**config.mk**
```make
export PLATFORM = sky130hd
export DESIGN_NAME = adder_tree
export DESIGN_NICKNAME = d
export VERILOG_FILES = /design/src/conv1_geom_pkg.sv /design/src/conv1_arith_pkg.sv /design/src/adder_tree.sv
export SDC_FILE = /design/constraint.sdc
export NUM_CORES = 1
export LEC_CHECK = 0
export BUFFER_PORTS_ARGS = -buffer_cell sky130_fd_sc_hd__clkbuf_2
export CORE_UTILIZATION = 53
export CTS_BUF_LIST = sky130_fd_sc_hd__clkbuf_16
export DETAILED_ROUTE_END_ITERATION = 10
export GPL_ROUTABILITY_DRIVEN = 0
export HOLD_SLACK_MARGIN = 0.08
export PLACE_DENSITY = 0.78
export SLEW_MARGIN = 20
export SYNTH_ARGS = -nofsm -noshare
export SYNTH_HDL_FRONTEND = slang
export SYNTH_SLANG_ARGS = --single-unit
export TNS_END_PERCENT = 20
```
**constraint.sdc**
```tcl
create_clock -name clk -period 2.5 [get_ports clk]
set_input_delay 0.25 -clock clk [delete_from_list [all_inputs] [get_ports clk]]
set_output_delay 0.25 -clock clk [all_outputs]
set_load 0.1 [all_outputs]
```
**src/conv1_geom_pkg.sv**
```systemverilog
`default_nettype none

package conv1_geom_pkg;

    // square binary image, one bit per pixel
    localparam int IMG_W    = 28;
    localparam int KER_W    = 5;
    localparam int KER_TAPS = KER_W * KER_W;
    localparam int POS_W    = 5;

    // x or y position inside the image
    typedef logic [POS_W-1:0] pos_t;

    // tap = row * KER_W + col
    // row 0 is the oldest row, col 0 the oldest pixel
    typedef logic [KER_TAPS-1:0] window_t;

    typedef struct packed {
        logic    valid;
        window_t win;
    } window_beat_t;

    typedef enum logic {
        FRAME_IDLE = 1'b0,
        FRAME_RUN  = 1'b1
    } frame_state_e;

endpackage

`default_nettype wire

```
**src/conv1_arith_pkg.sv**
```systemverilog
`default_nettype none

package conv1_arith_pkg;

    localparam int N_CH        = 6;
    localparam int WGT_W       = 16;
    // 25 masked taps plus the bias
    localparam int N_TERMS     = conv1_geom_pkg::KER_TAPS + 1;
    localparam int TREE_LEVELS = 5;

    // weights, biases and sums share one width and wrap on overflow
    typedef logic signed [WGT_W-1:0] wgt_t;

    // taps of one channel, same index order as window_t
    typedef wgt_t [conv1_geom_pkg::KER_TAPS-1:0] kernel_t;

    // term N_TERMS-1 carries the bias
    typedef wgt_t [N_TERMS-1:0] terms_t;

    // one output vector, channel 0 in the low word
    typedef wgt_t [N_CH-1:0] feature_t;

    // weight port beat
    // tap 0..24 hits a weight, tap 25 the bias of the channel
    typedef struct packed {
        logic [2:0] ch;
        logic [4:0] tap;
        wgt_t       value;
    } wgt_wr_t;

endpackage

`default_nettype wire

```
**src/adder_tree.sv**
```systemverilog
`default_nettype none

module adder_tree (
    input  logic                    clk,
    input  logic                    rst_n,
    input  logic                    advance_i,
    input  logic                    valid_i,
    input  conv1_arith_pkg::terms_t terms_i,
    output conv1_arith_pkg::wgt_t   sum_o,
    output logic                    valid_o
);

    // partial sums per level: 26 -> 13 -> 7 -> 4 -> 2 -> 1
    conv1_arith_pkg::wgt_t             l1_q [13];
    conv1_arith_pkg::wgt_t             l2_q [7];
    conv1_arith_pkg::wgt_t             l3_q [4];
    conv1_arith_pkg::wgt_t             l4_q [2];
    logic [conv1_arith_pkg::TREE_LEVELS-1:0] vld_q;

    always_ff @(posedge clk or negedge rst_n) begin
        if (!rst_n) begin
            vld_q <= '0;
        end else if (advance_i) begin
            vld_q <= {vld_q[conv1_arith_pkg::TREE_LEVELS-2:0], valid_i};
        end
    end

    assign valid_o = vld_q[conv1_arith_pkg::TREE_LEVELS-1];

    // sums truncate to 16 bits, so overflow wraps
    always_ff @(posedge clk) begin
        if (advance_i) begin
            for (int i = 0; i < 13; i++) begin
                l1_q[i] <= terms_i[2*i] + terms_i[2*i+1];
            end

            for (int i = 0; i < 6; i++) begin
                l2_q[i] <= l1_q[2*i] + l1_q[2*i+1];
            end
            // odd one out passes through
            l2_q[6] <= l1_q[12];

            for (int i = 0; i < 3; i++) begin
                l3_q[i] <= l2_q[2*i] + l2_q[2*i+1];
            end
            l3_q[3] <= l2_q[6];

            l4_q[0] <= l3_q[0] + l3_q[1];
            l4_q[1] <= l3_q[2] + l3_q[3];

            sum_o <= l4_q[0] + l4_q[1];
        end
    end

endmodule

`default_nettype wire

```
# --- Word-level counts from Yosys, hierarchy flattened ---
# Memory sizes are Yosys's and may differ from the RTL's.
# Index checks and enable logic that the tools add are counted.
op_classes:
  addsub: 25
  n_mux: 2
ops:
  columns: ["operator", "n"]
  rows:
  - ["adder 16 bit", 25]
  - ["two-way mux 1 bit", 2]
word_totals:
  memories: 4
  wordCells: 33
  mem_bits_rw: 416
  regBits: 21
  out_inout_bits: 17
  input_bits: 420
memory_table:
  columns: ["memory", "words", "word_bits", "read_ports", "rd_ports_with_merged_regs", "wr", "line_no", "source"]
  rows:
  - ["l1_q", 13, 16, 13, 0, 13, "adder_tree.sv:14", "conv1_arith_pkg::wgt_t l1_q [13];"]
  - ["l2_q", 7, 16, 7, 0, 7, "adder_tree.sv:15", "conv1_arith_pkg::wgt_t l2_q [7];"]
  - ["l3_q", 4, 16, 4, 0, 4, "adder_tree.sv:16", "conv1_arith_pkg::wgt_t l3_q [4];"]
  - ["l4_q", 2, 16, 2, 0, 2, "adder_tree.sv:17", "conv1_arith_pkg::wgt_t l4_q [2];"]

# --- Longest topological paths before layout ---
depth:
  depth_word: 2
  mapped_depth: 8

# --- Worst setup path after synthesis ---
# No wires, ideal clock.
synth_timing:
  kind: "flip-flop to flip-flop"
  start: "memory l1_q[0][96] (netlist bit)"
  end: "memory l2_q[3][12] (netlist bit) (data pin)"
  path_stages_with_launch: 9
  t_required_ps: 2305
  period_less_slack_ps: 2440
  n_path_buf: 0
  setup_slack_ps: 60
  arrival_time_ps: 2245
  cell_sequence: "edfxtp_1 > ha_1 > fa_1 > a21o_1 > a21oi_1 > o21ai_1 > a2111oi_2 > nor2_1 > o311ai_0"
synth_rtl:
  columns: ["element", "line_no"]
  rows:
  - ["start: declaration", "adder_tree.sv:14"]
  - ["end: declaration", "adder_tree.sv:15"]

==> results.md <==
- Latest clock arrival within the worst-skew pair: 580 ps
- EDFF count, synth: 432
- Vias in the first global route: 22700
- TNS Setup: 0 ps
- Setup crit end kind: flip-flop
- Crit path from: terms_i[368]
- Worst Path Arrival: 2880 ps
- Clock tree buffer depth: 3
- Fillers: 4510
- Pre-Repair DR Iteration Count: 5
- Worst vdd ir: 0.00149 V
- Synthesized flop and latch total: 437
- Async set-reset flop share out of synthesis: 1.14%
- Hold_ws: 106 ps
- Placed Area: 34200 µm²
- Kind of critical path: input pin to flip-flop
- Slew Limit Fails: 0
- Synth Warn #: 0
- WL final: 67700 µm
- Gate count of the mapped netlist: 2813
- # DRC: 0
- Clock skew: 19.3 ps
- Max H-tree Level: 2
- Root Buffer: clkbuf_16
- Leakage power: 0.0157 µW
- Die H: 243 µm
- Total die area: 58800 µm²
- Post-Syn Area: 30700 µm²
- Slew HR: 59.0%
- Hold WC Path Type: input pin to flip-flop
- Status: finished clean
- First-pass GRT wire length: 108000 µm
- Share of layout cells above drive strength 1: 19.3%
- R2R Path Start: l1_q[0][112]$_DFFE_PP_
- Final-stage net count: 4211
- Core Rows: 87
- Netlist cell types: 73
- Port bufs: 436
- Post-route cell area: 36600 µm²
- Syn Area/Cell: 10.9 µm²
- Final Hold Fails: 0
- Core ar.: 56800 µm²
- Area share of the largest cell type after synthesis: 42.3%
- CTS tree: built
- Vias post-DR: 23900
- Worst hold start: advance_i
- Antenna violations before repair: 1
- Cell type with the largest total area after synthesis: edfxtp_1
- Chip Width: 243 µm
- Sequential share of the synthesized area: 42.7%
- Worst slew pin tran: 609 ps
- Clk slew on worst S/H paths: 60 ps
- Total grt overflow: 0
- Wire per inst: 16.2 µm
- Starting DRT DRC Count: 1289
- RSZ-0062 raised after global routing: true
- Placement Setup Slack: -239 ps
- Period utilization: 97.6%
- Area Growth Syn to Fin: 19.2%
- Clock period minus worst slack: 2440 ps
- Final setup fails: 0
- Final worst setup slack: 59.2 ps
- Max Cap Viol: 0
- Worst Path Max Fanout: 3
- Initial Util: 54.0%
- Achievable frequency: 410 MHz
- Most frequent cell after synthesis: edfxtp_1
- Cts bufs inserted: 47
- Detailed-placement wirelength estimate: 52900 µm
- Sink Count: 437
- IO Pins: 437
- Crit path launch type: input pin
- Post-synth top cells: 432 x edfxtp_1, 375 x ha_1, 258 x a21oi_1, 194 x xnor2_1, 171 x nor2_1
- Post-route ant nets: 0
- Pwr/cell area: 986 nW/µm²
- Vias per cell: 5.70
- Top post-synthesis cells by area: edfxtp_1 42%, ha_1 15%, xnor2_1 5.5%
- Largest net degree at the start of global routing: 76
- GRT Total Usage: 22.2%
- Primary FF master, synth: edfxtp_1
- Post-Synthesis Net Count: 3633
- Req. time, crit path: 2940 ps
## area by class of cell
class | instances | area, µm² | area share (%)
Tap cell | 756 | 946 | 2.59
Sequential cell | 437 | 13100 | 35.8
Timing Repair Buffer | 547 | 3210 | 8.77
Antenna cell | 1 | 2.50 | 0.00684
Clock buffer | 49 | 1230 | 3.35
Clock inverter | 38 | 327 | 0.893
Inverter | 84 | 315 | 0.862
Multi-Input combinational cell | 2274 | 17400 | 47.7
## flip-flops by register name, indices dropped and copies added (netlist names)
register and flops:
l1_q 208, sum_o 16, vld_q 5, l3_q 64, l2_q 112, l4_q 32
## layout by cell type (no fill, tap or decap), drive strengths merged, types with 91 or more instances in the layout
| cell | synthesis | layout |
|---|---|---|
| clkbuf | 15 | 484 |
| edfxtp | 432 | 432 |
| ha | 375 | 375 |
| a21oi | 258 | 258 |
| xnor2 | 194 | 194 |
| nor2 | 171 | 171 |
| o21ai | 131 | 131 |
| nand2 | 127 | 127 |
| a21o | 111 | 111 |
| xor2 | 110 | 110 |
| nor3 | 97 | 97 |
| inv | 84 | 91 |
## worst max-delay path, cell delays in order
cell	delay, ps
dlygate4sd3_1	530
clkbuf_2	110
ha_1	230
fa_1	450
a21oi_1	250
o21ai_0	190
nand3_1	140
nand3_1	110
a2111oi_1	440
a311o_1	180
## report_power, final
part	internal, µW	total [µW]	switching (µW)
clock	4080	6900	2820
combinational	7360	16900	9560
sequential	11300	12200	949
total	22700	36000	13300
## logic make-up after synthesis
logic type	after synthesis	synth area share, %
buf+inv	102	1.26
mux	18	0.612
xor+xnor	304	8.68
simple gates	706	11.5
compound gates	846	18.3
fa+ha+maj	400	16.9
flops	437	42.7
## path summary, 6_finish.rpt
check / to / slack, ps / depth (start not counted)
min in group asynchronous: vld_q[4]$_DFFE_PN0P_ / 600 / 3
setup reg to reg: l2_q[3][14]$_DFFE_PP_ / 60 / 8
max in group asynchronous: vld_q[0]$_DFFE_PN0P_ / 1710 / 3
setup / recovery: l1_q[1][62]$_DFFE_PP_ / 60 / 10
hold reg to reg: l2_q[6][13]$_DFFE_PP_ / 420 / 0
hold / removal: l1_q[0][44]$_DFFE_PP_ / 110 / 1
## per-layer routing
metal	global-route usage, %	share of wire, %	vias up
li1	-	-	12000
met1	29.0	45	11200
met2	38.8	49	533
met3	2.47	3.9	113
met4	6.29	2.1	0
met5	0	0	-
## through the flow
stage / total power [µW] / util [%] / instances
after floorplan: 24500 / - / 2813
after global placement: 28400 / 60.3 / 4046
after detailed placement: 28600 / 60.3 / 4046
after CTS: 35900 / 63.9 / 4181
after global routing: 38500 / 64.4 / 4186
final: 36000 / 64.4 / 4186
## timing repair
| action | in CTS | in global routing |
|---|---|---|
| setup buffers | 0 | 4 |
| endpoints found under the hold margin | 30 | 0 |
| gates cloned | 0 | 0 |
| pin swaps | 1 | 18 |
| setup endpoints to repair | 6 | 40 |
| hold buffers | 48 | 0 |
| resized for setup | 13 | 56 |
Note: power is estimated with default switching activity, not from simulation.
