`config.mk`:
```
export PLATFORM = sky130hd
export DESIGN_NAME = relu_output
export DESIGN_NICKNAME = d
export VERILOG_FILES = /design/src/conv1_geom_pkg.sv /design/src/conv1_arith_pkg.sv /design/src/relu_output.sv
export SDC_FILE = /design/constraint.sdc
export NUM_CORES = 1
export LEC_CHECK = 0
export BUFFER_PORTS_ARGS = -buffer_cell sky130_fd_sc_hd__buf_2
export CAP_MARGIN = 20
export CORE_MARGIN = 2
export CORE_UTILIZATION = 47
export DETAILED_ROUTE_END_ITERATION = 10
export PLACE_DENSITY = 0.88
export SYNTH_ARGS = -nofsm -noshare
export SYNTH_HDL_FRONTEND = slang
export SYNTH_SLANG_ARGS = --single-unit
```
`constraint.sdc`:
```
create_clock -name clk -period 6 [get_ports clk]
set_input_delay 0.6 -clock clk [delete_from_list [all_inputs] [get_ports clk]]
set_output_delay 0.6 -clock clk [all_outputs]
set_load 0.03 [all_outputs]
```
`src/conv1_geom_pkg.sv`:
```
`default_nettype none

package conv1_geom_pkg;

    // square binary image, one bit per pixel
    localparam int IMG_W    = 28;
    localparam int KER_W    = 5;
    localparam int KER_TAPS = KER_W * KER_W;
    localparam int POS_W    = 5;

    // x or y position inside the image
    typedef logic [POS_W-1:0] pos_t;

    // tap = row * KER_W + col
    // row 0 is the oldest row, col 0 the oldest pixel
    typedef logic [KER_TAPS-1:0] window_t;

    typedef struct packed {
        logic    valid;
        window_t win;
    } window_beat_t;

    typedef enum logic {
        FRAME_IDLE = 1'b0,
        FRAME_RUN  = 1'b1
    } frame_state_e;

endpackage

`default_nettype wire

```
`src/conv1_arith_pkg.sv`:
```
`default_nettype none

package conv1_arith_pkg;

    localparam int N_CH        = 6;
    localparam int WGT_W       = 16;
    // 25 masked taps plus the bias
    localparam int N_TERMS     = conv1_geom_pkg::KER_TAPS + 1;
    localparam int TREE_LEVELS = 5;

    // weights, biases and sums share one width and wrap on overflow
    typedef logic signed [WGT_W-1:0] wgt_t;

    // taps of one channel, same index order as window_t
    typedef wgt_t [conv1_geom_pkg::KER_TAPS-1:0] kernel_t;

    // term N_TERMS-1 carries the bias
    typedef wgt_t [N_TERMS-1:0] terms_t;

    // one output vector, channel 0 in the low word
    typedef wgt_t [N_CH-1:0] feature_t;

    // weight port beat
    // tap 0..24 hits a weight, tap 25 the bias of the channel
    typedef struct packed {
        logic [2:0] ch;
        logic [4:0] tap;
        wgt_t       value;
    } wgt_wr_t;

endpackage

`default_nettype wire

```
`src/relu_output.sv`:
```
`default_nettype none

module relu_output (
    input  logic                              clk,
    input  logic                              rst_n,
    input  conv1_arith_pkg::wgt_t             sums_i [conv1_arith_pkg::N_CH],
    input  logic [conv1_arith_pkg::N_CH-1:0]  valid_i,
    input  logic                              out_ready_i,
    output logic                              advance_o,
    output logic                              out_valid_o,
    output conv1_arith_pkg::feature_t         out_o
);

    conv1_arith_pkg::feature_t relu;

    // negative sums clamp to zero
    always_comb begin
        for (int ch = 0; ch < conv1_arith_pkg::N_CH; ch++) begin
            relu[ch] = sums_i[ch][conv1_arith_pkg::WGT_W-1] ? '0 : sums_i[ch];
        end
    end

    // whole pipeline moves only when this register can take a beat
    assign advance_o = !out_valid_o || out_ready_i;

    // all channel trees run in lockstep
    always_ff @(posedge clk or negedge rst_n) begin
        if (!rst_n) begin
            out_valid_o <= 1'b0;
        end else if (advance_o) begin
            out_valid_o <= &valid_i;
        end
    end

    always_ff @(posedge clk) begin
        if (advance_o) out_o <= relu;
    end

endmodule

`default_nettype wire

```
* After elaboration in Yosys (flattened, before gate mapping)
Cells that the tools add are included.
** Word-level totals
- Bits in registers :: 97
- Bits of input ports :: 105
- Output and inout port bits :: 98
** Cells by class
- Reductions and logical operators :: 3
** Operators by type and width (number)
- AND reduction 6 bit :: 1
- logical NOT 1 bit :: 1
- logical OR 1 bit :: 1

* Depth between registers and ports, before layout
Gate-level depths: netlist of run 1.
- Depth in word-level cells :: 2
- Gate-level depth with buffers :: 2
- Gate-level depth less buffers :: 2

* Worst setup path before layout of run 1
No wires, ideal clock.
- Path type :: input to output
- Start :: input port out_ready_i
- End :: output port advance_o
- Data arrival time :: 3.010 ns
- Required time :: 5.400 ns
- Path slack :: 2.390 ns
- Stages on the path :: 1
- Cells stage by stage :: nand2b_1
** On the way
- Longest elaborated chain between the ends :: 1
** RTL lines
- start: declaration :: RTL line relu_output.sv:8 : input logic out_ready_i,
- logical OR 1 bit :: RTL line relu_output.sv:24 : assign advance_o = !out_valid_o || out_ready_i;
- end: declaration :: RTL line relu_output.sv:9 : output logic advance_o,
No other way between the ends.

* Worst setup path after layout of run 1
- Start :: register out_valid_o
- End :: output port advance_o
** On the way
- Longest elaborated chain between the ends :: 2
** RTL lines
- start: declaration :: RTL line relu_output.sv:10 : output logic out_valid_o,
- start signal: assignment :: RTL line relu_output.sv:31 : out_valid_o <= &valid_i;
- logical NOT 1 bit :: RTL line relu_output.sv:24
- logical OR 1 bit :: RTL line relu_output.sv:24
No other way between the ends.

==> results.yml, run 1 <==
clock_tree:
  htree_num_levels: 3
  clock_pin_slew_worst_setup_and_hold_paths_ps: 80
  ctsLongestPathBuffers: 2
  root_buffer: "clkbuf_8"
  numCtsBuffers: 9
  tritoncts: "built"
  clock_sink_count: 91
  clk_latency_ps: 340
  postCtsSetupBuffers: 0
floorplan:
  design.core.area_sq_um: 7330
  die_y_um: 91.4
  die_width_um: 91.4
  die-area_sq_um: 8350
  floorplan.rows: 31
  initial_core_util_pct: 49.0
  ioPinCount: 203
critical_path:
  critPathSlowestCell: "dfrtp_1"
  worst_setup_path_end_kind: "output port"
  worst-endpoint-arrival_ps: 1310
  crit_path_max_incr_delay_ps: 410
  crit_path_required_time_ps: 5400
  maximum_fanout_count_along_the_critical_path: 25
  cp_cell_sequence: "nand2b_4, buf_2"
  worst-path-buf-inv: 1
  worst_setup_path_class: "reg -> out"
  timing.critical_path.max_delay_family: "flip-flops"
  startpoint_type: "flop"
power_and_ir_drop:
  p_leak_uw: 0.00236
  power_density_normalized_to_cell_area_nw_per_um2: 285
  peakVddDrop_v: 0.000142
  total_power_uw: 1380
hold_path:
  type_of_the_tightest_min_delay_check: "in -> reg"
placement:
  detailed_place_hpwl_um: 5440
  port_buffers: 196
  place.gp.congestion: 0.742
  placement.cell_area_sq_um: 4610
sta:
  report.final.hold_viol_count: 0
  finalClockSkew_ps: 13.1
  grt_setup_unrepaired: "no"
  fmax_mhz: 525
  finalWorstPathRequiredPeriod_ps: 1910
  worst_slew_pin_slew_ps: 833
  timing.final.crit_share_pct: 31.8
  total_of_endpoints_with_negative_setup_slack_in_the_final_report: 0
  finalSetupTns_ps: 0
  maxSlewViolCount: 0
  slew-limit-headroom_pct: 44.5
cells_and_area:
  fraction_of_layout_instances_using_a_drive_strength_above_1_pct: 66.7
  diodes: 0
  finish.net_count: 505
  final_core_utilization_pct: 66.0
  synthToLayoutAreaGrowth_pct: 34.9
  final_area_sq_um: 4840
synthesis:
  synth_edf_count: 90
  post_synth_inst_count: 198
  netlist_top_cells_area: "edfxtp_1 (75%), nor2b_2 (9.8%), and2b_2 (4.4%)"
  ys_types: 13
  yosysSeqAreaShare_pct: 76.0
  syn_avg_cell_area_sq_um: 18.1
  yosys.cell_count.top_type: "edfxtp_1"
  synth_top_cell_area_share_pct: 75.3
  post-synth-top-area-cell: "edfxtp_1"
  postSynth.topFlopCell: "edfxtp_1"
  synthesis_stage_register_bit_count: 91
  syn_area_sq_um: 3590
  synthArstFlopShare_pct: 1.10
  yosys_warnings: 0
  post_synth_most_frequent_cells: "edfxtp_1 (90), nor2b_2 (40), nor2b_1 (20), and2b_2 (18), and2b_1 (12)"
detailed_routing:
  route.top_layer_used: "met4"
  route.antenna.remaining_nets: 0
  wirelength_met1_um: 2720
  dr_total_vias: 2254
  drcViolationCount: 0
  route.met2.wl_um: 3730
  via_per_inst: 4.47
  dr.pass1.iters: 4
  postRouteWirelength_um: 7210
  drt_iter0_markers: 95
  drt-wirelength-per-cell_um: 14.3
  routed-wl-met3_um: 572
global_routing:
  first_global_vias: 2304
  grt_max_degree: 69
  number_of_antenna_violations_at_the_first_check_in_global_routing: 0
  gr-usage-all-layers_pct: 17.5
  grt_first_pass_wirelength_um: 11100
  grt-ovfl-total: 0
flow_run:
  cap_viol_max_count: 0
status:
  run_status: "finished clean"
==> logic make-up (layout without fill, tap and decap cells) <==
family | count (synthesis) | in the layout | synth area share [%]
compound gates | 1 | 1 | 0.139
flops | 91 | 91 | 76.0
other cells | 1 | 6 | 0.105
buf+inv | 12 | 214 | 3.14
simple gates | 93 | 93 | 20.6
==> layout by cell type (no fill, tap or decap) <==
cell / count
clkinv_4: 2
and2b_2: 18
dfrtp_1: 1
and2b_1: 12
nand2_1: 1
nor2b_1: 20
clkbuf_8: 9
clkinvlp_4: 1
nor2b_2: 40
edfxtp_1: 90
nand2b_4: 1
o21ai_0: 1
conb_1: 6
buf_2: 196
buf_4: 1
clkinv_1: 2
dlygate4sd3_1: 1
nand4_1: 1
bufinv_16: 2
==> where the power goes <==
group / internal (uW) / switching, uW / total [uW] / leakage (uW)
combinational: 70.6 / 123 / 194 / 0.00121
clock: 233 / 205 / 438 / 0.000104
sequential: 736 / 9.62 / 746 / 0.00105
==> per-stage QoR <==
stage / hold WS, ps / setup slack, ps / std cells
finish: 514 / 4090 / 504
global route: 508 / 4020 / 504
CTS: 2.03 / 4060 / 503
detailed placement: 378 / 3840 / 487
global placement: 378 / 3890 / 487
floorplan: 304 / 2390 / 203
==> layout make-up <==
type	instances	area, sq um
fillers	570	2490
well taps	99	124
multi-input cells	100	774
clock inverters	7	92.6
flip-flops and latches	91	2730
clock buffers	9	124
repair buffers	198	998
==> flip-flops by register name, indices dropped and copies added, names as in the netlist <==
| signal | cells |
|---|---|
| out_valid_o | 1 |
| out_o | 90 |
==> tightest hold or removal path: stages <==
cell	delay [ps]
buf_2	100
nand2_1	40
o21ai_0	70
==> path summary, 6_finish.rpt <==
path | from | to | slack [ps] | depth (start not counted)
setup / recovery | out_valid_o$_DFFE_PN0P_ | advance_o | 4090 | 2
hold / removal | valid_i[3] | out_valid_o$_DFFE_PN0P_ | 510 | 3
setup reg to reg | out_valid_o$_DFFE_PN0P_ | out_o[21]$_SDFFCE_PP0P_ | 4160 | 2
hold reg to reg | out_valid_o$_DFFE_PN0P_ | out_o[74]$_SDFFCE_PP0P_ | 840 | 1
max in group asynchronous | rst_n | out_valid_o$_DFFE_PN0P_ | 5370 | 2
min in group asynchronous | rst_n | out_valid_o$_DFFE_PN0P_ | 550 | 2
==> timing repair <==
action,in CTS,in global routing
hold buffers,0,1
gates resized for setup,0,0
endpoints found under the setup margin,0,0
hold endpoints to repair,0,1
==> routing by layer <==
| layer | global-route usage [%] | vias to the layer above |
|---|---|---|
| met4 | 8.08 | 0 |
| met1 | 19.8 | 1026 |
| met2 | 30.0 | 131 |
| li1 | - | 1079 |
| met5 | 0 | - |
| met3 | 5.39 | 18 |
Note: power is estimated with default switching activity, not from simulation.
==> inputs of run 2 (changes only) <==
Settings changed: CORE_UTILIZATION 47 to 44, PLACE_DENSITY 0.88 to 0.83.
Clock period 6 ns to 1.9 ns, I/O delays scaled along.
==> run 2 against run 1 <==
Final cell count increased by 0.79%. Non-clock buffer count is 1 higher. Wire length up 1.1%. Die area grew 6.5%. Worst setup slack worse by 3800 ps. Clock power rose to 3.2 times the previous value. Combinational power grew to 3.2 times the previous value. Via count up 0.67%. Hold slack got worse by 400 ps. Count of clock-buffer cells in the layout did not move. Power rose to 3.2 times the previous value. Critical endpoint unchanged. Highest routed layer unchanged.
==> results.yml, run 2 (same netlist as run 1, synthesis figures left out) <==
status:
  run_status: "finished clean"
critical_path:
  startpoint_type: "flop"
  worst-endpoint-arrival_ps: 1440
  worstReg2RegStart: "out_valid_o$_DFFE_PN0P_"
  worst_setup_path_class: "reg -> out"
  crit_path_required_time_ps: 1710
  critical_path.startpoint: "out_valid_o$_DFFE_PN0P_"
  worst_setup_path_end_kind: "output port"
  ff2ff_path_depth: 2
  maximum_fanout_count_along_the_critical_path: 34
cells_and_area:
  multi_input_area_sq_um: 774
  final.fill_count: 654
  layout.area.seq_sq_um: 2730
  largest_register_ffs: 90
  mostFrequentLayoutCells: "buf_2 (196), edfxtp_1 (90), nor2b_2 (40)"
  top_regs: "out_o x90, out_valid_o x1"
  finish.net_count: 506
  largest_register: "out_o"
  final_area_sq_um: 4880
  diodes: 0
  final_core_utilization_pct: 62.5
  synthToLayoutAreaGrowth_pct: 35.9
  fraction_of_layout_instances_using_a_drive_strength_above_1_pct: 67.2
  most_common_library_cell_in_the_layout_ignoring_fill_and_taps: "buf_2"
global_routing:
  first_global_vias: 2289
  grt-ovfl-total: 0
  grt_max_degree: 48
  grt_first_pass_wirelength_um: 10600
  number_of_antenna_violations_at_the_first_check_in_global_routing: 0
  gr-usage-all-layers_pct: 15.9
detailed_routing:
  via_per_inst: 4.47
  dr.pass1.iters: 4
  route.antenna.remaining_nets: 0
  wirelength_met1_um: 2600
  drt-wirelength-per-cell_um: 14.3
  route.met2.wl_um: 3810
  drcViolationCount: 0
  postRouteWirelength_um: 7280
  route.top_layer_used: "met4"
  drt_iter0_markers: 73
  dr_total_vias: 2269
  routed-wl-met3_um: 764
floorplan:
  die_width_um: 94.3
  die-area_sq_um: 8890
  die_y_um: 94.3
  floorplan.rows: 32
  initial_core_util_pct: 46.0
  ioPinCount: 203
  design.core.area_sq_um: 7810
clock_tree:
  cts_hold_buf: 1
  ctsLongestPathBuffers: 2
  tritoncts: "built"
  clock_pin_slew_worst_setup_and_hold_paths_ps: 80
  root_buffer: "clkbuf_8"
  postCtsSetupBuffers: 0
  clock_sink_count: 91
  htree_num_levels: 3
  clk_latency_ps: 330
  post_cts.resized_instances: 0
  numCtsBuffers: 9
placement:
  place.gp.congestion: 0.766
  placement.cell_area_sq_um: 4650
  detailed_place_hpwl_um: 5540
  port_buffers: 196
sta:
  maxSlewViolCount: 0
  finalClockSkew_ps: 5.68
  report.final.hold_viol_count: 0
  timing.final.crit_share_pct: 85.6
  fmax_mhz: 615
  finalWorstPathRequiredPeriod_ps: 1630
  finalSetupTns_ps: 0
  grt_setup_unrepaired: "no"
  total_of_endpoints_with_negative_setup_slack_in_the_final_report: 0
flow_run:
  cap_viol_max_count: 0
power_and_ir_drop:
  power_density_normalized_to_cell_area_nw_per_um2: 892
  p_leak_uw: 0.00239
  total_power_uw: 4350
  peakVddDrop_v: 0.000521
hold_path:
  min_from: "valid_i[1]"
  worst_hold_path.num_cells: 3
  type_of_the_tightest_min_delay_check: "in -> reg"
-- run 2: cell types whose count changed in the layout (fill, tap and decap cells not counted) --
| cell | change |
|---|---|
| clkinv_4 | -2 |
| clkinv_2 | +3 |
| clkinv_1 | -2 |
| buf_4 | -1 |
| inv_6 | +1 |
| buf_12 | +2 |
-- run 2: power by group --
| group | switching, uW | total [uW] | internal (uW) | leakage [uW] |
|---|---|---|---|---|
| Combinational | 392 | 617 | 225 | 0.00123 |
| Clock | 641 | 1380 | 739 | 0.000109 |
| Sequential | 28.6 | 2350 | 2320 | 0.00105 |
| Total | 1060 | 4350 | 3290 | 0.00239 |
-- run 2: cell type report --
type | count | share of cell area (%)
well taps | 102 | 2.62
clock buffers | 9 | 2.54
clock inverters | 7 | 1.87
flip-flops and latches | 91 | 55.9
repair buffers | 199 | 21.1
multi-input cells | 100 | 15.9
-- run 2: routing by layer --
metal	track usage (%)	up-vias
met5	0	-
met4	6.28	0
met3	5.38	11
met2	28.8	129
met1	17.1	1050
li1	-	1079
-- run 2: final timing paths --
check,endpoint,slack [ps]
max reg2reg,out_o[16]$_SDFFCE_PP0P_,670
max,advance_o,270
max in group asynchronous,out_valid_o$_DFFE_PN0P_,1660
min in group asynchronous,out_valid_o$_DFFE_PN0P_,150
min reg2reg,out_valid_o$_DFFE_PN0P_,690
min,out_valid_o$_DFFE_PN0P_,110
-- run 2: metrics by stage --
step                      setup WS, ps  cells  hold slack (ps)
after floorplan                    241    203             -106
after global placement             655    491            -34.0
after detailed placement           631    491            -29.6
after CTS                          243    508             92.1
after global routing               197    508              109
final                              274    508              114
-- run 2: critical path: stages (launching register included) --
cell and delay, ps:
dfrtp_1 410, nand2b_4 200, buf_12 240, buf_2 230
