$ cat config.mk
export PLATFORM = sky130hd
export DESIGN_NAME = pixel_intake
export DESIGN_NICKNAME = d
export VERILOG_FILES = /design/src/conv1_geom_pkg.sv /design/src/pixel_intake.sv /design/src/row_delay_line.sv
export SDC_FILE = /design/constraint.sdc
export NUM_CORES = 1
export LEC_CHECK = 0
export BUFFER_PORTS_ARGS = -buffer_cell sky130_fd_sc_hd__buf_4
export CAP_MARGIN = 20
export CORE_AREA = 2 2 131 158
export CTS_CLUSTER_DIAMETER = 80
export CTS_CLUSTER_SIZE = 14
export DETAILED_ROUTE_END_ITERATION = 10
export DIE_AREA = 0 0 133 160
export PLACE_DENSITY_LB_ADDON = 0.08
export SKIP_CTS_REPAIR_TIMING = 1
export SYNTH_ARGS = -nofsm -noshare
export SYNTH_HDL_FRONTEND = slang
export SYNTH_SLANG_ARGS = --single-unit
$ cat constraint.sdc
create_clock -name clk -period 2.1 [get_ports clk]
set_clock_uncertainty 0.15 [all_clocks]
set_input_delay 0.315 -clock clk [delete_from_list [all_inputs] [get_ports clk]]
set_output_delay 0.315 -clock clk [all_outputs]
set_load 0.01 [all_outputs]
$ cat src/conv1_geom_pkg.sv
`default_nettype none

package conv1_geom_pkg;

    // square binary image, one bit per pixel
    localparam int IMG_W    = 28;
    localparam int KER_W    = 5;
    localparam int KER_TAPS = KER_W * KER_W;
    localparam int POS_W    = 5;

    // x or y position inside the image
    typedef logic [POS_W-1:0] pos_t;

    // tap = row * KER_W + col
    // row 0 is the oldest row, col 0 the oldest pixel
    typedef logic [KER_TAPS-1:0] window_t;

    typedef struct packed {
        logic    valid;
        window_t win;
    } window_beat_t;

    typedef enum logic {
        FRAME_IDLE = 1'b0,
        FRAME_RUN  = 1'b1
    } frame_state_e;

endpackage

`default_nettype wire

$ cat src/pixel_intake.sv
`default_nettype none

module pixel_intake (
    input  logic                         clk,
    input  logic                         rst_n,
    input  logic                         pix_valid_i,
    input  logic                         pix_i,
    input  logic                         advance_i,
    output conv1_geom_pkg::window_beat_t win_o,
    output logic                         frame_idle_o
);

    conv1_geom_pkg::frame_state_e     state_q;
    conv1_geom_pkg::pos_t             x_q;
    conv1_geom_pkg::pos_t             y_q;
    logic                             accept;
    logic                             x_last;
    logic                             y_last;
    logic                             acc_q;
    logic                             in_win_q;
    logic                             pix_q;
    logic                             win_vld_q;
    conv1_geom_pkg::window_t          win_q;
    wire  [conv1_geom_pkg::KER_W-1:0] col;

    assign accept = pix_valid_i && advance_i;
    assign x_last = (x_q == conv1_geom_pkg::pos_t'(conv1_geom_pkg::IMG_W - 1));
    assign y_last = (y_q == conv1_geom_pkg::pos_t'(conv1_geom_pkg::IMG_W - 1));

    // raster position of the next pixel
    always_ff @(posedge clk or negedge rst_n) begin
        if (!rst_n) begin
            x_q <= '0;
            y_q <= '0;
        end else if (accept) begin
            if (x_last) begin
                x_q <= '0;
                y_q <= y_last ? '0 : y_q + 1'b1;
            end else begin
                x_q <= x_q + 1'b1;
            end
        end
    end

    always_ff @(posedge clk or negedge rst_n) begin
        if (!rst_n) begin
            state_q <= conv1_geom_pkg::FRAME_IDLE;
        end else begin
            case (state_q)
                conv1_geom_pkg::FRAME_IDLE: begin
                    if (accept) state_q <= conv1_geom_pkg::FRAME_RUN;
                end
                conv1_geom_pkg::FRAME_RUN: begin
                    // last pixel of the frame closes it
                    if (accept && x_last && y_last) state_q <= conv1_geom_pkg::FRAME_IDLE;
                end
                default: state_q <= conv1_geom_pkg::FRAME_IDLE;
            endcase
        end
    end

    // accepted pixel waits here one advancing cycle
    always_ff @(posedge clk or negedge rst_n) begin
        if (!rst_n) begin
            acc_q    <= 1'b0;
            in_win_q <= 1'b0;
        end else if (advance_i) begin
            acc_q    <= pix_valid_i;
            in_win_q <= (x_q >= conv1_geom_pkg::KER_W - 1) && (y_q >= conv1_geom_pkg::KER_W - 1);
        end
    end

    always_ff @(posedge clk) begin
        if (accept) pix_q <= pix_i;
    end

    // newest row straight from the staged pixel, older rows from the line buffers
    assign col[conv1_geom_pkg::KER_W-1] = pix_q;

    for (genvar r = 0; r < conv1_geom_pkg::KER_W - 1; r++) begin : g_row
        row_delay_line #(
            .DEPTH (conv1_geom_pkg::IMG_W)
        ) u_row (
            .clk     (clk),
            .rst_n   (rst_n),
            .shift_i (advance_i && acc_q),
            .bit_i   (col[r+1]),
            .bit_o   (col[r])
        );
    end

    always_ff @(posedge clk or negedge rst_n) begin
        if (!rst_n) begin
            win_vld_q <= 1'b0;
        end else if (advance_i) begin
            win_vld_q <= acc_q && in_win_q;
        end
    end

    // shift every window row left, new column enters at col 4
    always_ff @(posedge clk) begin
        if (advance_i && acc_q) begin
            for (int r = 0; r < conv1_geom_pkg::KER_W; r++) begin
                for (int c = 0; c < conv1_geom_pkg::KER_W - 1; c++) begin
                    win_q[r*conv1_geom_pkg::KER_W+c] <= win_q[r*conv1_geom_pkg::KER_W+c+1];
                end
                win_q[r*conv1_geom_pkg::KER_W+conv1_geom_pkg::KER_W-1] <= col[r];
            end
        end
    end

    assign win_o.valid = win_vld_q;
    assign win_o.win   = win_q;

    // idle only once the last window has left for the products
    assign frame_idle_o = (state_q == conv1_geom_pkg::FRAME_IDLE) && !acc_q && !win_vld_q;

endmodule

`default_nettype wire

$ cat src/row_delay_line.sv
`default_nettype none

module row_delay_line #(
    parameter int DEPTH = 28
) (
    input  logic clk,
    input  logic rst_n,
    input  logic shift_i,
    input  logic bit_i,
    output logic bit_o
);

    logic [DEPTH-1:0] sr_q;

    // one stage per pixel of a row
    always_ff @(posedge clk or negedge rst_n) begin
        if (!rst_n) begin
            sr_q <= '0;
        end else if (shift_i) begin
            sr_q <= {sr_q[DEPTH-2:0], bit_i};
        end
    end

    // same column, one row up
    assign bit_o = sr_q[DEPTH-1];

endmodule

`default_nettype wire

Yosys cells after proc, flatten, opt, wreduce, memory -nomap -nowiden:

Cells that the tools add are included.

* register bits after elaboration: 152
* logic and storage cells: 35
* bits of input ports: 5

* reductions and logical operators: 11
* $add $sub $neg: 2
* order comparisons: 2
* bitwise operators: 1
* equal/unequal tests: 2
* multiplexer cells: 5

Operators by type and width (number)
* $add 5x1->5 const B: 2
* $eq 5x5->1 const B: 2
* $ge 5x3->1 const B: 2
* $mux 5: 2
* $logic_and 1x1->1: 8
* $logic_not 1->1: 2
* $mux 1: 2
* $pmux 1 s2: 1
* $reduce_and 2->1: 1
* $not 1->1: 1

Longest topological paths before layout:

Gate-level depths: netlist (run 1).

* word-level depth: 5
* mapped depth: 5
* mapped depth without buffers: 4

By module:

A second synthesis (run 1) with hierarchy kept.

* cell total of the unflattened synthesis: 336
* area, all modules: 6105.9 µm²

By module, submodules not included
* row_delay_line: cells an instance 59, area each 1142.3 µm², instances 4
* pixel_intake: cells an instance 100, area each 1536.5 µm², instances 1

Worst setup path before layout (run 1):

OpenSTA, ideal clock, no wires.

* path kind: reg2reg
* start point: register x_q[0]
* end point: register y_q[0]
* setup slack: 0.517 ns
* arrival: 1.308 ns
* data required time: 1.825 ns
* setup time: 0.125 ns
* stages on the path, launching flop included: 6
* clock period less this slack: 1.583 ns
* cells stage by stage: dfrtp_1 > ha_1 > and3_1 > buf_6 > and2_4 > mux2_4

* word-level cells in the longest chain between the ends: 2

RTL lines
* start: declaration: RTL line pixel_intake.sv:14 `conv1_geom_pkg::pos_t x_q;`
* start signal: assignment: RTL line pixel_intake.sv:40 `x_q <= x_q + 1'b1;`
* $eq 5x5->1: RTL line pixel_intake.sv:27 `assign x_last = (x_q == conv1_geom_pkg::pos_t'(conv1_geom_pkg::IMG_W - 1));`
* $reduce_and 2->1 (no line)
* end signal: assignment: RTL line pixel_intake.sv:38 `y_q <= y_last ? '0 : y_q + 1'b1;`
* end: declaration: RTL line pixel_intake.sv:15 `conv1_geom_pkg::pos_t y_q;`

No other way between the ends.
A chain may end at the register's enable or synchronous reset.

Final worst setup path (run 1):

Ends and elaborated chain as after synthesis.

==> run metrics, run 1 <==
Area Overhead vs Synth=17.5%; fmax=573 MHz; synth warn=0; vias in the first global route=3,078; pre-CTS WS=362 ps; Internal=0.00561 W; crit start category=register; Core Footprint=19,900 um^2; Post-Syn Area=6200 um^2; Tightest Hold Check Type=primary input to register; DR DRC count=0; Clock Sinks=152; min Tclk post-route=1750 ps; Syn Inst Count=337; Starting Density=0.312; via count=2,718; total stage count of the critical path=4; CP Cell Sequence=ha_1, and3_1, and2_4, mux2_4; maximum VDD drop=0.000538 V; first-pass GRT wire length=16.3 mm; Via density=4.13; Distinct cells, synth=32; CP endpoint kind=register; R2R depth=4; Hold Fails Final Rpt=0; Core Util, Final=0.366; DR WL/cell=14.1 um; Synth top area share=0.508; CTS tree=built; DRT Pass-1 Iters=4; initial antenna violation count=0; worst hold path stage count=2; combinational power share=0.080; status=finished clean; max_slew headroom=0.743; total track usage=0.0971; Pleak=3.41 nW; unrepaired setup endpoints after global routing=false; clock slew at reported path FFs=60 ps; # Max-Cap Violations=0; worst-path fanout max=8; IO buf count=31; std cell rows=57; Sw Share=0.214; register-to-register setup slack=350 ps; share of layout cells above drive strength 1=0.471; Clk network pwr share=0.451; CP max stage delay=410 ps; Detail Route Antenna Nets=0; crit-path leading delay family=simple AND/OR/NAND/NOR gates; 1st-iter DRT viols=133; FF-to-FF End=y_q[0]$_DFFE_PN0P_; DRT Wirelength=9.26 mm; die height=160 um; Placed Area=6650 um^2; Post-Layout Inst Area=7290 um^2; sequential power share=0.469; Setup TNS=0 ps; crit path kind=register to register; Final period util=0.831; count of boundary I/O pins=32; critical path launch point=x_q[0]$_DFFE_PN0P_; CP arrival=1890 ps; post-synthesis sequential area ratio=0.634; antenna cells=0; syn nets=346; die area=21,300 um^2; switching power=0.00153 W; final slew viol count=0; Worst-Skew Late Latency=410 ps; GPL Wtd Cong=0.739; setup ws final=354 ps; cell taking the most area after synthesis=dfrtp_1; hpwl dp=5.46 mm; CP endpoint=y_q[0]$_DFFE_PN0P_; DIE WIDTH=133 um; Syn Area/Cell=18.4 um^2; RR Startpoint=x_q[0]$_DFFE_PN0P_; slowest cell on the critical path=dfrtp_1; final setup fails=0; Worst Path Buf+Inv=0; fillers=1,835; Slew @ Worst Pin=380 ps; GRT overflow=0; CP required=2250 ps; Power Density=979 nW/um^2; pin count of the biggest net entering global routing=65; Seq cells post-synth=152; Final #Nets=390; CTS max path bufs=2; Area contributors post-synth=dfrtp_1 51%, mux2_4 24%, edfxtp_1 13%, buf_12 3.5%, mux2_2 2.5%; TritonCTS buffer count=17; root buffer cell=clkbuf_16; H-tree Lvls=4
==> cells in the mapped netlist <==
master,number
a22o_1,1
nor2b_1,2
or3_1,2
inv_2,1
nor2_1,2
inv_1,8
buf_4,1
nand2_2,1
nand3_1,6
buf_6,2
dfrtp_1,126
nand4b_1,1
a31oi_1,1
mux2_4,101
buf_2,1
edfxtp_1,26
and2_4,1
nand2_1,4
o21ai_0,8
o211ai_1,1
nand4_2,1
a21oi_1,2
mux2_2,14
buf_12,11
and4b_1,1
and3b_4,1
nor3_1,1
and3_1,2
nand4_1,2
ha_1,4
o311ai_0,1
mux2i_1,1
==> stage by stage <==
step / std cells / power [W] / hold slack [ps]
2_1_floorplan: 337 / 0.00382 / -131
3_3_place_gp: 625 / 0.00397 / 230
3_5_place_dp: 625 / 0.00398 / 239
4_1_cts: 656 / 0.00726 / -212
5_1_grt: 658 / 0.00748 / 48.1
6_report: 658 / 0.00714 / 50.5
==> final cells by class <==
type / count / area (um^2) / area share
Multi-Input combinational cell: 161 / 1980 / 0.272
Clock buffer: 24 / 482 / 0.0661
Inverter: 9 / 38.8 / 0.00532
Tap cell: 265 / 332 / 0.0455
Sequential cell: 152 / 3930 / 0.540
Clock inverter: 7 / 141 / 0.0194
Timing Repair Buffer: 40 / 380 / 0.0522
==> power by group through the flow <==
stage	registers [W]	clock network, W	logic, W
final	0.00335	0.00322	0.000571
after global routing	0.00338	0.00347	0.000634
after CTS	0.00334	0.00333	0.000582
after detailed placement	0.00340	0	0.000575
after global placement	0.00339	0	0.000572
after floorplan	0.00337	0	0.000453
==> worst min path at each step <==
stage                     startpoint                                 end  slack, ps
final                      advance_i                   acc_q$_DFFE_PN0P_         50
after global routing       advance_i                   acc_q$_DFFE_PN0P_         50
after CTS                      rst_n  g_row[0].u_row.sr_q[9]$_DFFE_PN0P_       -210
after detailed placement       rst_n  g_row[0].u_row.sr_q[9]$_DFFE_PN0P_        240
after global placement         rst_n  g_row[0].u_row.sr_q[8]$_DFFE_PN0P_        230
after floorplan                rst_n                   acc_q$_DFFE_PN0P_       -130
==> cell families after synthesis <==
group | count (synthesis) | share of synthesized area
flip-flops | 152 | 0.634
multiplexers | 116 | 0.271
AND/OR/NAND/NOR | 27 | 0.0268
buffers and inverters | 24 | 0.0466
AO/OA/AOI/OAI | 14 | 0.0131
adder cells (fa/ha/maj) | 4 | 0.00807
==> cells in the final DEF (no fill, tap or decap), types with 2 or more instances in the layout <==
cell	n
edfxtp_1	26
dfrtp_1	126
nand4_1	2
buf_4	32
bufinv_16	4
a21oi_1	2
ha_1	4
nand3_1	6
or3_1	2
clkbuf_8	3
buf_12	6
nor2b_1	2
mux2_2	14
and3_1	2
nor2_1	2
clkbuf_1	4
clkbuf_16	17
nand2_1	4
mux2_4	101
inv_1	8
dlygate4sd3_1	2
inv_6	2
o21ai_0	8
==> flip-flops by register name, indices dropped and copies added, names as in the netlist <==
name / flops
state_q: 1
y_q: 5
win_vld_q: 1
g_row.u_row.sr_q: 112
win_q: 25
pix_q: 1
x_q: 5
in_win_q: 1
acc_q: 1
==> per-layer routing <==
metal / vias up / track usage / share of wire
li1: 1288 / - / -
met1: 1377 / 0.133 / 0.51
met2: 42 / 0.140 / 0.44
met3: 11 / 0.0308 / 0.029
met4: 0 / 0.0455 / 0.016
met5: - / 0 / 0
Note: power is estimated with default switching activity, not from simulation.
==> inputs of run 2 (changes only) <==
==> constraint.sdc (replaced) <==
create_clock -name clk -period 1.5 [get_ports clk]
set_clock_uncertainty 0.15 [all_clocks]
set_input_delay 0.225 -clock clk [delete_from_list [all_inputs] [get_ports clk]]
set_output_delay 0.225 -clock clk [all_outputs]
set_load 0.01 [all_outputs]
==> run metrics, run 2 (synthesis results as in run 1) <==
Placed Area=6770 um^2 (+1.8%); die area=21,300 um^2 (unchanged); R2R depth=4 (unchanged); violated checks=hold timing, setup timing; 1st-iter DRT viols=81 (-39%); top flop regs=g_row.u_row.sr_q x112, win_q x25; crit-path leading delay family=flip-flops; CP Cell Sequence=buf_6, nor3_4, buf_6; crit path kind=register to primary output; critical path launch point=acc_q$_DFFE_PN0P_; Core Footprint=19,900 um^2 (unchanged); most frequent cells in the layout=126 x dfrtp_1, 101 x mux2_4, 44 x buf_4, 26 x edfxtp_1, 20 x clkbuf_16; FF+latch area=3930 um^2 (unchanged); slowest cell on the critical path=dfrtp_1; H-tree Lvls=4 (unchanged); status=complete, but fails checks; most used cell, CP=buf_6; Starting Density=0.312 (unchanged); Pleak=3.58 nW (+4.9%); Hold Fails Final Rpt=1 (+1); worst-path fanout max=3 (-5); hpwl dp=5.53 mm (+1.3%); Post-Layout Inst Area=7640 um^2 (+4.8%); RR Startpoint=x_q[1]$_DFFE_PN0P_; root buffer cell=clkbuf_16; DP Cell Count=639 (+2.2%); maximum VDD drop=0.000853 V (+59%); first-pass GRT wire length=16.0 mm (-1.8%); count of boundary I/O pins=32 (unchanged); fillers=1,831 (-0.22%); total track usage=0.0958 (-0.00131); DR WL/cell=14.3 um (+1.9%); most common cell after layout, fill and taps aside=dfrtp_1; max_slew headroom=0.748 (+0.00502); register-to-register setup slack=-40 ps (-390 ps); CTS tree=built; Hold Slack=-4.07 ps (-54.6 ps); pin count of the biggest net entering global routing=68 (+4.6%); WL met3=331 um (+25%); setup ws final=-72.1 ps (-426 ps); fmax=636 MHz; TritonCTS buffer count=17 (unchanged); Power Density=1380 nW/um^2 (+41%); antenna cells=0 (unchanged); share of layout cells above drive strength 1=0.512 (+0.0413); # Max-Cap Violations=0 (unchanged); pre-CTS WS=-123 ps (-485 ps); CP max stage delay=400 ps (about the same); post-route insts no fill=679 (+3.2%); CTS max path bufs=2 (unchanged); DRT Pass-1 Iters=4 (unchanged); worst hold path stage count=3 (+1); initial antenna violation count=0 (unchanged); Worst Path Buf+Inv=2 (+2); Tightest Hold Check Type=primary input to register; M1 WL=4.79 mm (+0.88%); CP arrival=1200 ps (-690 ps); max reg flops=112 (unchanged); Final #Nets=410 (+5.1%); GRT overflow=0 (unchanged); die height=160 um (unchanged); area of the multi-input gates=2020 um^2 (+1.7%); crit start category=register; Slew @ Worst Pin=377 ps (-2.71 ps); total stage count of the critical path=3 (-1); std cell rows=57 (unchanged); CP required=1120 ps (-1130 ps); GPL Wtd Cong=0.737 (-0.19%); DR DRC count=0 (unchanged); final setup fails=2 (+2); final slew viol count=0 (unchanged); Final period util=1.05; vias in the first global route=3,098 (+0.65%); CP endpoint kind=primary output; metal2 WL=4.45 mm (+8.6%); DIE WIDTH=133 um (unchanged); via count=2,854 (+5.0%); min Tclk post-route=1570 ps; Area Overhead vs Synth=23.1%; Clock Sinks=152 (unchanged); IO buf count=31 (unchanged); Top reg by flops=g_row.u_row.sr_q; Detail Route Antenna Nets=0 (unchanged); Worst-Skew Late Latency=410 ps (about the same); Via density=4.20 (+1.8%); unrepaired setup endpoints after global routing=true; clock slew at reported path FFs=60 ps (about the same); min-delay src=advance_i; DRT Wirelength=9.74 mm (+5.2%); highest metal used=met4
run 2: cell count changes in the layout (fill, tap and decap cells not counted), moves of 2 or more:
cell	previous run	this run
buf_4	32	44
buf_16	0	3
buf_6	0	3
clkbuf_16	17	20
buf_12	6	4
bufinv_16	4	6
clkbuf_1	4	2
run 2: worst reg2reg max path, cell delays in order, from the launching register on:
cell and delay (ps):
dfrtp_1 380, ha_2 210, and3_4 240, and2_4 170, mux2_4 290
run 2: worst paths after layout:
| kind | to |
|---|---|
| max | frame_idle_o |
| min | in_win_q$_DFFE_PN0P_ |
| max reg2reg | y_q[0]$_DFFE_PN0P_ |
| min reg2reg | win_q[4]$_DFFE_PP_ |
| max in group asynchronous | g_row[2].u_row.sr_q[25]$_DFFE_PN0P_ |
| min in group asynchronous | g_row[1].u_row.sr_q[18]$_DFFE_PN0P_ |
run 2: area by class of cell:
type	count	share of cell area
Tap cell	265	0.0434
Inverter	9	0.00606
Multi-Input combinational cell	161	0.264
Clock buffer	21	0.0603
Timing Repair Buffer	60	0.0827
Clock inverter	11	0.0283
Sequential cell	152	0.515
run 2: metrics by stage:
| stage | total power (W) | hold WS (ps) | utilization | TNS [ps] |
|---|---|---|---|---|
| after floorplan | 0.00535 | -221 | - | -53.8 |
| after global placement | 0.00564 | 122 | 0.340 | -231 |
| after detailed placement | 0.00565 | 128 | 0.340 | -406 |
| after CTS | 0.0106 | -326 | 0.374 | -767 |
| after global routing | 0.0110 | 11.3 | 0.384 | -3200 |
| final | 0.0105 | -4.07 | 0.384 | -114 |
run 2: power by group:
| group | switching (W) | internal [W] |
|---|---|---|
| clock network | 0.00167 | 0.00322 |
| logic | 0.000414 | 0.000584 |
| registers | 0.000163 | 0.00448 |
run 2: layer usage:
metal | GRT usage | vias up
met2 | 0.139 | 45
met5 | 0 | -
met3 | 0.0349 | 14
met4 | 0.0469 | 0
li1 | - | 1329
met1 | 0.126 | 1466
